$ cat config.mk
export PLATFORM = sky130hd
export DESIGN_NAME = conv_pad_top
export DESIGN_NICKNAME = d
export VERILOG_FILES = /design/src/tuser_pkg.sv /design/src/conv_geom_pkg.sv /design/src/pad_ctrl_if.sv /design/src/conv_pad_top.sv /design/src/pad_output_stage.sv /design/src/pad_filter.sv /design/src/tuser_decode.sv
export SDC_FILE = /design/constraint.sdc
export NUM_CORES = 1
export LEC_CHECK = 0
export BUFFER_PORTS_ARGS = -buffer_cell sky130_fd_sc_hd__buf_2
export CAP_MARGIN = 10
export CORE_MARGIN = 1.5
export CORE_UTILIZATION = 43
export CTS_CLUSTER_DIAMETER = 30
export DETAILED_ROUTE_END_ITERATION = 16
export PLACE_DENSITY = 0.77
export SYNTH_ARGS = -nofsm -noshare
export SYNTH_HDL_FRONTEND = slang
export SYNTH_SLANG_ARGS = --single-unit
$ cat constraint.sdc
create_clock -name aclk -period 4.9 [get_ports aclk]
set_input_delay 1.47 -clock aclk [delete_from_list [all_inputs] [get_ports aclk]]
set_output_delay 1.47 -clock aclk [all_outputs]
set_load 0.02 [all_outputs]
$ cat src/tuser_pkg.sv
// side-band user word layout for input beats and the beat kind enum
package tuser_pkg;

    // kernel half width, two bits starting here
    localparam int I_KW2 = 0;

    // stride minus one
    localparam int I_SW_1 = 2;

    // beat carries a new kernel/stride setting
    localparam int I_IS_CONFIG = 3;

    // last input channel of the current column
    localparam int I_IS_CIN_LAST = 4;

    // column index equals cols-1-kw2
    localparam int I_IS_COLS_1_K2 = 5;

    // column holds real pixels
    localparam int I_IS_COL_VALID = 6;

    // total user word width
    localparam int TUSER_WIDTH = 7;

    // what a beat means to the padding logic
    // config wins over cin-last when both flags are set
    typedef enum logic [1:0] {
        BEAT_IDLE     = 2'd0,
        BEAT_CONFIG   = 2'd1,
        BEAT_DATA     = 2'd2,
        BEAT_CIN_LAST = 2'd3
    } beat_kind_e;

endpackage

$ cat src/conv_geom_pkg.sv
// convolution geometry: default kernel, stride and lane sizes with the widths derived from them
package conv_geom_pkg;

    // largest odd kernel width supported by the padding logic
    localparam int KW_MAX = 7;

    // half of the largest kernel, 7 -> 3, 5 -> 2, 3 -> 1
    localparam int KW2_MAX = KW_MAX / 2;

    // largest horizontal stride
    localparam int SW_MAX = 2;

    // parallel lanes through the datapath
    localparam int MEMBERS = 8;

    // bits per lane of pixel data
    localparam int DATA_WIDTH = 8;

    // one centre/left/right code per lane
    // left codes are odd, right codes even, so the or of both still fits
    localparam int BITS_KW = $clog2(KW_MAX + 1) + 1;

    // kw2 field, 0 .. KW2_MAX
    localparam int BITS_KW2 = $clog2(KW2_MAX + 1);

    // stride minus one
    localparam int BITS_SW = $clog2(SW_MAX);

    // shift_a counts lanes
    localparam int BITS_MEMBERS = $clog2(MEMBERS);

    // shift_b counts output groups per beat
    localparam int BITS_OUT_SHIFT = $clog2(MEMBERS);

endpackage
$ cat src/pad_ctrl_if.sv
// decoded beat fields passed from the user word decoder to the mask and output stages
`timescale 1ns/1ps

interface pad_ctrl_if
    import conv_geom_pkg::*, tuser_pkg::*;
();

    // transfer strobe, valid_in and aclken both high
    logic beat;

    // classification of the current beat
    beat_kind_e kind;

    // kernel half width after clamping
    logic [BITS_KW2-1:0] kw2;

    // stride minus one
    logic [BITS_SW-1:0] sw_1;

    // row end marker and column validity
    logic cols_1_k2;
    logic col_valid;

    // decoder drives every field
    modport dec (output beat, kind, kw2, sw_1, cols_1_k2, col_valid);

    // mask logic reads the full set
    modport exe (input beat, kind, kw2, sw_1, cols_1_k2, col_valid);

    // output stage only needs the strobe and kind
    modport res (input beat, kind);

endinterface

$ cat src/conv_pad_top.sv
// padding stage top: user word decode, pad mask computation and output register
`timescale 1ns/1ps

module conv_pad_top
    import conv_geom_pkg::*, tuser_pkg::*;
#(
    parameter int KW_MAX     = conv_geom_pkg::KW_MAX,
    parameter int SW_MAX     = conv_geom_pkg::SW_MAX,
    parameter int MEMBERS    = conv_geom_pkg::MEMBERS,
    parameter int DATA_WIDTH = conv_geom_pkg::DATA_WIDTH
) (
    input  logic                               aclk,
    input  logic                               rst,
    input  logic                               aclken,
    input  logic                               valid_in,
    input  logic [TUSER_WIDTH-1:0]             user_in,
    input  logic [MEMBERS-1:0][DATA_WIDTH-1:0] data_in,
    output logic                               cfg_error,
    output logic                               m_valid,
    output logic [MEMBERS-1:0][DATA_WIDTH-1:0] m_data,
    output logic [MEMBERS-1:0][BITS_KW-1:0]    m_clr,
    output logic [BITS_MEMBERS-1:0]            m_shift_a,
    output logic [BITS_OUT_SHIFT-1:0]          m_shift_b
);

    // decoded beat shared by all three stages
    pad_ctrl_if ctrl ();

    logic [MEMBERS-1:0][BITS_KW-1:0] clr;
    logic                            valid_mask;
    logic [BITS_MEMBERS-1:0]         shift_a;
    logic [BITS_OUT_SHIFT-1:0]       shift_b;

    tuser_decode #(
        .KW_MAX     (KW_MAX)
    ) u_decode (
        .aclk       (aclk),
        .rst        (rst),
        .aclken     (aclken),
        .valid_in   (valid_in),
        .user_in    (user_in),
        .cfg_error  (cfg_error),
        .ctrl       (ctrl.dec)
    );

    pad_filter #(
        .KW_MAX     (KW_MAX),
        .SW_MAX     (SW_MAX),
        .MEMBERS    (MEMBERS)
    ) u_filter (
        .aclk       (aclk),
        .rst        (rst),
        .ctrl       (ctrl.exe),
        .clr        (clr),
        .valid_mask (valid_mask),
        .shift_a    (shift_a),
        .shift_b    (shift_b)
    );

    // one register between the mask logic and the outputs
    pad_output_stage #(
        .DATA_WIDTH (DATA_WIDTH),
        .MEMBERS    (MEMBERS)
    ) u_output (
        .aclk       (aclk),
        .rst        (rst),
        .ctrl       (ctrl.res),
        .data_in    (data_in),
        .clr        (clr),
        .valid_mask (valid_mask),
        .shift_a    (shift_a),
        .shift_b    (shift_b),
        .m_valid    (m_valid),
        .m_data     (m_data),
        .m_clr      (m_clr),
        .m_shift_a  (m_shift_a),
        .m_shift_b  (m_shift_b)
    );

endmodule

$ cat src/pad_output_stage.sv
// output register stage: keeps accepted beats with their pad masks, drops masked columns
`timescale 1ns/1ps

module pad_output_stage
    import conv_geom_pkg::*, tuser_pkg::*;
#(
    parameter int DATA_WIDTH = conv_geom_pkg::DATA_WIDTH,
    parameter int MEMBERS    = conv_geom_pkg::MEMBERS
) (
    input  logic                               aclk,
    input  logic                               rst,
    pad_ctrl_if.res                            ctrl,
    input  logic [MEMBERS-1:0][DATA_WIDTH-1:0] data_in,
    input  logic [MEMBERS-1:0][BITS_KW-1:0]    clr,
    input  logic                               valid_mask,
    input  logic [BITS_MEMBERS-1:0]            shift_a,
    input  logic [BITS_OUT_SHIFT-1:0]          shift_b,
    output logic                               m_valid,
    output logic [MEMBERS-1:0][DATA_WIDTH-1:0] m_data,
    output logic [MEMBERS-1:0][BITS_KW-1:0]    m_clr,
    output logic [BITS_MEMBERS-1:0]            m_shift_a,
    output logic [BITS_OUT_SHIFT-1:0]          m_shift_b
);

    logic take;

    // beat that survives the column mask
    assign take = ctrl.beat && valid_mask;

    // valid follows the mask of each beat and holds between beats
    always_ff @(posedge aclk) begin
        if (rst) begin
            m_valid <= 1'b0;
        end else if (ctrl.beat) begin
            m_valid <= valid_mask;
        end
    end

    // payload and masks only move with an accepted beat
    always_ff @(posedge aclk) begin
        if (take) begin
            m_data    <= data_in;
            m_clr     <= clr;
            m_shift_a <= shift_a;
            m_shift_b <= shift_b;
        end
    end

    // a config beat is always forwarded one cycle later
    assert property (@(posedge aclk) disable iff (rst)
        (ctrl.beat && ctrl.kind == BEAT_CONFIG) |=> m_valid)
        else $error("config beat lost in the output stage");

    // valid is never unknown once reset is released
    assert property (@(posedge aclk) disable iff (rst) !$isunknown(m_valid))
        else $error("m_valid is unknown");

endmodule

$ cat src/pad_filter.sv
// horizontal pad filter: column start/end chains, per-lane clr codes, valid mask and shifts
`timescale 1ns/1ps

module pad_filter
    import conv_geom_pkg::*, tuser_pkg::*;
#(
    parameter int KW_MAX  = conv_geom_pkg::KW_MAX,
    parameter int SW_MAX  = conv_geom_pkg::SW_MAX,
    parameter int MEMBERS = conv_geom_pkg::MEMBERS
) (
    input  logic                            aclk,
    input  logic                            rst,
    pad_ctrl_if.exe                         ctrl,
    output logic [MEMBERS-1:0][BITS_KW-1:0] clr,
    output logic                            valid_mask,
    output logic [BITS_MEMBERS-1:0]         shift_a,
    output logic [BITS_OUT_SHIFT-1:0]       shift_b
);

    localparam int KW2_LIM = KW_MAX / 2;

    logic is_config;
    logic is_cin_last;
    logic reg_en;

    // chains are indexed from 1 so kw2 selects a bit directly
    logic [KW2_LIM:1] col_end_in;
    logic [KW2_LIM:1] col_end_q;
    logic [KW2_LIM:0] col_end;
    logic [KW2_LIM:1] col_start_in;
    logic [KW2_LIM:1] col_start;

    // per-lane copy of the end chain, loaded only in the lane before a full window
    logic [MEMBERS-1:0][KW2_LIM:1] end_masked;
    logic [MEMBERS-1:0]            end_masked_en;

    logic [BITS_KW-1:0]              clr_left_in;
    logic [BITS_KW-1:0]              clr_left;
    logic [MEMBERS-1:0][BITS_KW-1:0] clr_right;
    logic                            not_start;

    // elaboration-time tables, indexed by kernel half width
    logic [KW2_LIM:1][KW2_LIM:0][BITS_KW-1:0] left_lut;
    logic [MEMBERS-1:0][KW2_LIM:0]            next_full_lut;
    logic [KW2_LIM:0][SW_MAX-1:0][BITS_OUT_SHIFT-1:0] shift_b_lut;

    assign is_config   = ctrl.kind == BEAT_CONFIG;
    assign is_cin_last = ctrl.kind == BEAT_CIN_LAST;

    // chains advance once per column, or restart on config
    assign reg_en = ctrl.beat && (is_config || is_cin_last);

    for (genvar k = 0; k <= KW2_LIM; k++) begin : g_kw
        localparam int KW = 2 * k + 1;

        // left = 2p - 1 + kw - KW_MAX, nothing below 1 and nothing for kw = 1
        for (genvar p = 1; p <= KW2_LIM; p++) begin : g_left
            localparam int LC = 2 * p - 1 + KW - KW_MAX;
            localparam int LC_POS = (k == 0 || LC < 0) ? 0 : LC;
            assign left_lut[p][k] = BITS_KW'(LC_POS);
        end

        // lane m is one short of a full window when m % kw == kw - 2
        for (genvar m = 0; m < MEMBERS; m++) begin : g_full
            assign next_full_lut[m][k] = (k == 0) ? 1'b1 : ((m % KW) == KW - 2);
        end

        // output groups per beat minus one
        for (genvar s = 0; s < SW_MAX; s++) begin : g_sw
            localparam int SB = (k == 0) ? 0 : MEMBERS / (KW + s) - 1;
            assign shift_b_lut[k][s] = BITS_OUT_SHIFT'(SB);
        end
    end

    // row end pulse enters at column cols-1-kw2
    assign col_end_in[1] = ctrl.cols_1_k2 && (ctrl.kw2 != 0);

    // config seeds the start chain, later the end of a row re-seeds it
    assign col_start_in[1] = is_config ? (ctrl.kw2 != 0) : col_end[ctrl.kw2];

    for (genvar k = 2; k <= KW2_LIM; k++) begin : g_chain
        assign col_end_in[k]   = col_end[k-1];
        assign col_start_in[k] = is_config ? 1'b0 : col_start[k-1];
    end

    // bit 0 is a constant zero so kw2 = 0 reads as no end
    assign col_end = {col_end_q, 1'b0};

    // left code from the one-hot start vector before it shifts
    always_comb begin
        clr_left_in = '0;
        for (int p = 1; p <= KW2_LIM; p++) begin
            if (col_start[p]) begin
                clr_left_in = left_lut[p][ctrl.kw2];
            end
        end
    end

    always_ff @(posedge aclk) begin
        if (rst) begin
            col_end_q <= '0;
            col_start <= '0;
            clr_left  <= BITS_KW'(1);
        end else if (reg_en) begin
            col_end_q <= col_end_in;
            col_start <= col_start_in;
            clr_left  <= clr_left_in;
        end
    end

    // end copies load on cin-last beats in the lane just before full
    always_comb begin
        for (int m = 0; m < MEMBERS; m++) begin
            end_masked_en[m] = ctrl.beat && is_cin_last && next_full_lut[m][ctrl.kw2];
        end
    end

    always_ff @(posedge aclk) begin
        for (int m = 0; m < MEMBERS; m++) begin
            if (rst) begin
                end_masked[m] <= '0;
            end else if (end_masked_en[m]) begin
                end_masked[m] <= col_end_in;
            end
        end
    end

    // right = 2q for end bit q, merged with the shared left code
    always_comb begin
        for (int m = 0; m < MEMBERS; m++) begin
            clr_right[m] = '0;
            for (int q = 1; q <= KW2_LIM; q++) begin
                if (end_masked[m][q]) begin
                    clr_right[m] = BITS_KW'(2 * q);
                end
            end
            clr[m] = clr_left | clr_right[m];
            // a 1-wide kernel never pads
            if (ctrl.kw2 == 0) begin
                clr[m] = '0;
            end
        end
    end

    // first kw2 columns of a row only prime the window
    always_comb begin
        not_start = 1'b1;
        for (int p = 1; p <= KW2_LIM; p++) begin
            if (p <= int'(ctrl.kw2) && col_start[p]) begin
                not_start = 1'b0;
            end
        end
    end

    assign valid_mask = (not_start && ctrl.col_valid) || is_config;

    assign shift_a = col_end[ctrl.kw2] ? BITS_MEMBERS'(ctrl.kw2) : '0;
    assign shift_b = shift_b_lut[ctrl.kw2][ctrl.sw_1];

    // one row pulse at a time travels through each chain
    assert property (@(posedge aclk) disable iff (rst) $onehot0(col_start))
        else $error("column start chain holds %b", col_start);

    assert property (@(posedge aclk) disable iff (rst) $onehot0(col_end))
        else $error("column end chain holds %b", col_end);

endmodule

$ cat src/tuser_decode.sv
// user word decoder: splits fields, clamps unsupported kernels and classifies each beat
`timescale 1ns/1ps

module tuser_decode
    import conv_geom_pkg::*, tuser_pkg::*;
#(
    parameter int KW_MAX = conv_geom_pkg::KW_MAX
) (
    input  logic                   aclk,
    input  logic                   rst,
    input  logic                   aclken,
    input  logic                   valid_in,
    input  logic [TUSER_WIDTH-1:0] user_in,
    output logic                   cfg_error,
    pad_ctrl_if.dec                ctrl
);

    // largest half width this build handles
    localparam int KW2_LIM = KW_MAX / 2;

    logic                beat;
    logic [BITS_KW2-1:0] kw2_raw;
    logic                kw2_bad;
    beat_kind_e          kind;

    // a beat is taken only when the clock enable and strobe agree
    assign beat = aclken && valid_in;

    assign kw2_raw = user_in[I_KW2 +: BITS_KW2];

    // a kernel wider than the build falls back to kw = 1
    assign kw2_bad = int'(kw2_raw) > KW2_LIM;

    // flagged for the current beat only
    assign cfg_error = beat && kw2_bad;

    // beat classification, config first
    always_comb begin
        if (!beat) begin
            kind = BEAT_IDLE;
        end else if (user_in[I_IS_CONFIG]) begin
            kind = BEAT_CONFIG;
        end else if (user_in[I_IS_CIN_LAST]) begin
            kind = BEAT_CIN_LAST;
        end else begin
            kind = BEAT_DATA;
        end
    end

    assign ctrl.beat      = beat;
    assign ctrl.kind      = kind;
    assign ctrl.kw2       = kw2_bad ? '0 : kw2_raw;
    assign ctrl.sw_1      = user_in[I_SW_1 +: BITS_SW];
    assign ctrl.cols_1_k2 = user_in[I_IS_COLS_1_K2];
    assign ctrl.col_valid = user_in[I_IS_COL_VALID];

    // downstream stages trust kind alone, so it must never appear without a transfer
    assert property (@(posedge aclk) disable iff (rst)
        (ctrl.kind != BEAT_IDLE) |-> ctrl.beat)
        else $error("beat kind %s without a transfer", ctrl.kind.name());

endmodule

==> impl_metrics.ini <==
[detailed_routing]
wl_mm = 7.72
first_iter_violations = 56
met1Wirelength_mm = 2.99
vias = 2420
first_pass_iters = 4
top_layer = met4
dr_wl_met2_mm = 4.09
avgRoutedWirePerCell_um = 15.1
vias_per_cell = 4.73
drc = 0
dr_wl_met3_um = 586
ant_nets = 0

[pwr]
intPower_mw = 1.18
power_frac_seq_pct = 60.5
power.leakage_nw = 1.88
powerDensity_mw_per_mm2 = 342
switching_share_pct = 24.8
pwr-share-comb_pct = 11.0
irDropWorstVdd_v = 0.000119
p_switching_uw = 388
power_frac_clock_pct = 28.5

[die]
ios = 179
die-area_sq_mm = 0.00896
initial_utilization_pct = 44.2
rows = 33
die_w_um = 94.7
coreArea_sq_mm = 0.00818
die_y_um = 94.7

[worst_setup_path]
criticalPathCategory = in -> reg
crit_family = buffers and inverters
cp_num_buf_inv = 3
cp.required_ns = 4.93
crit_slowest_cell = nand2_4
worstPathCellList = buf_2, inv_1, ha_1, o21ai_0, o2111ai_1, nand2_4, buf_12
worst-path-max-fanout = 44
crit_arrival_ns = 3.10
end_kind = flop
worst_setup_path_start_kind = primary input
max_stage_delay_ns = 0.42

[run]
cap_violations = 0

[sta]
grt_setup_unrepaired = no
fin_crit_ns = 3.07
finalSetupTns_ns = 0
slew_viol_final = 0
fmax_mhz = 325
timing_hold_violations_final = 0
fin_crit_sh_pct = 62.7
setup_viol = 0
setup_slack_ns = 1.83
finClkSkew_ns = 0.00928

[min_path]
holdCritPathClass = reg -> reg

[global_routing]
grt_pass1_vias = 2134
grt_pass1_wl_mm = 10.9
grt_antenna_before_repair = 0
grt_max_degree = 45
grt-ovfl-total = 0
track_usage_pct = 16.2

[clock_tree]
clock_latency_ns = 0.34
cts_setup_buffers = 0
root_buffer = clkbuf_8
clock-sinks = 98
ctsHoldBuffers = 0
cts.path.max_buffers = 2
cts_tree = done
clk_pin_slew_worst_paths_ns = 0.09
cts_buffers = 9
htree_levels = 3
post_cts_resize_count = 0

[synth]
synth_xor_area_share_pct = 0
synth_adder_area_share_pct = 1.39
synth_top_family_by_area = simple AND/OR/NAND/NOR gates
synth.area.mux_share_pct = 0.277
synth-compound-area-share_pct = 7.51
syn_area_per_cell_sq_um = 14.6
synth_seq_cells = 98
yosys.cell_types.count = 33
synth-simple-area-share_pct = 8.10
synth_area_sq_mm = 0.00361
seq_area_frac_synth_pct = 75.3
synth_cells = 247
ys_warn_count = 0

[place]
gp_congestion = 0.803
hpwl_mm = 5.73
dpl.cell_count = 496
post-place-ws_ns = 1.48
port-buffer-count = 165

[final_layout]
final_cell_mix = buf_2, edfxtp_1, a21oi_1, dfxtp_1, o21ai_0
area_growth_pct = 26.6
fin_cells = 512
final_nets = 481
final_common_cell = buf_2
antenna-diode-count = 0
drive_gt1_share_pct = 45.7
final.fill_count = 697

[outcome]
outcome = finished clean
-- state kept, by name (all words and copies together) (netlist names) --
name and count:
u_output.m_shift_b 1, u_filter.col_start 3, u_output.m_data 64, u_output.m_clr 9, u_filter.end_masked 12, u_filter.col_end_q 3
u_output.m_valid 1, u_filter.clr_left 3, u_output.m_shift_a 2
-- cell families after synthesis --
logic type / count (synthesis)
flops: 98
simple gates: 57
compound gates: 47
buf+inv: 39
fa+ha+maj: 4
mux: 1
other cells: 1
-- area by class of cell --
| type | count | area, sq um | area share [%] |
|---|---|---|---|
| inverters | 5 | 18.8 | 0.410 |
| well taps | 105 | 131 | 2.87 |
| repair buffers | 167 | 853 | 18.7 |
| multi-input cells | 121 | 677 | 14.8 |
| flip-flops and latches | 98 | 2720 | 59.5 |
| clock inverters | 6 | 42.5 | 0.930 |
| clock buffers | 10 | 128 | 2.79 |
-- Yosys cell counts --
| cell type | n | area share [%] |
|---|---|---|
| edfxtp_1 | 76 | 63 |
| buf_4 | 28 | 5.8 |
| a21oi_1 | 24 | 3.3 |
| dfxtp_1 | 22 | 12 |
| o21ai_0 | 13 | 1.8 |
| nor2_1 | 12 | 1.2 |
| nand2_1 | 11 | 1.1 |
| nand3_1 | 11 | 1.5 |
| nand2b_1 | 7 | 1.2 |
| inv_1 | 5 | 0.52 |
| nor3_1 | 5 | 0.69 |
| ha_1 | 4 | 1.4 |
| nand3b_1 | 4 | 0.83 |
| buf_2 | 3 | 0.42 |
| nor2b_1 | 3 | 0.52 |
| clkbuf_1 | 2 | 0.21 |
| a21boi_0 | 1 | 0.21 |
| a221o_1 | 1 | 0.28 |
| a221oi_1 | 1 | 0.24 |
| a2bb2oi_1 | 1 | 0.24 |
| a31oi_1 | 1 | 0.17 |
| and2_2 | 1 | 0.21 |
| and4b_2 | 1 | 0.31 |
| buf_6 | 1 | 0.31 |
| conb_1 | 1 | 0.10 |
| mux2i_1 | 1 | 0.28 |
| nand4b_1 | 1 | 0.24 |
| o2111ai_1 | 1 | 0.24 |
| o211a_1 | 1 | 0.28 |
| o211ai_2 | 1 | 0.35 |
| o21a_1 | 1 | 0.21 |
| o22ai_1 | 1 | 0.17 |
| or3_1 | 1 | 0.17 |
-- final timing paths --
check / slack [ns] / cells past startpoint / start / to
max: 1.83 / 7 / user_in[0] / u_output.m_clr[21]
min: 0.46 / 2 / u_filter.col_end_q[3] / u_filter.col_end_q[3]
max reg2reg: 3.05 / 4 / u_filter.col_start[3] / u_output.m_clr[21]
min reg2reg: 0.46 / 2 / u_filter.col_end_q[3] / u_filter.col_end_q[3]
-- worst register-to-register path, delay by kind of cell (launching register included) --
kind / cells / cell delay [ns]
flops: 1 / 0.38
compound gates: 2 / 0.40
simple gates: 1 / 0.42
buf+inv: 1 / 0.32
-- per-layer routing --
metal,track usage [%],vias to the layer above
met5,0,-
met4,5.60,0
met2,28.6,98
met3,3.54,6
met1,19.4,1147
li1,-,1169
-- through the flow --
stage | cell area (sq um) | hold slack (ns) | power, mW | util, %
finish | 4570 | 0.463 | 1.56 | 55.9
global route | 4570 | 0.471 | 1.63 | 55.9
global placement | 4400 | 0.440 | 1.13 | 53.9
detailed placement | 4400 | 0.446 | 1.14 | 53.9
floorplan | 3650 | 0.426 | 1.08 | -
CTS | 4570 | 0.462 | 1.58 | 55.9
-- power groups by stage --
stage               Combinational [mW]  Sequential, mW  Clock, mW
floorplan                       0.0664            1.01          0
CTS                              0.173           0.947      0.463
global placement                 0.168           0.965          0
detailed placement               0.173           0.966          0
finish                           0.172           0.947      0.446
global route                     0.185           0.951      0.497
Note: power is estimated with default switching activity, not from simulation.
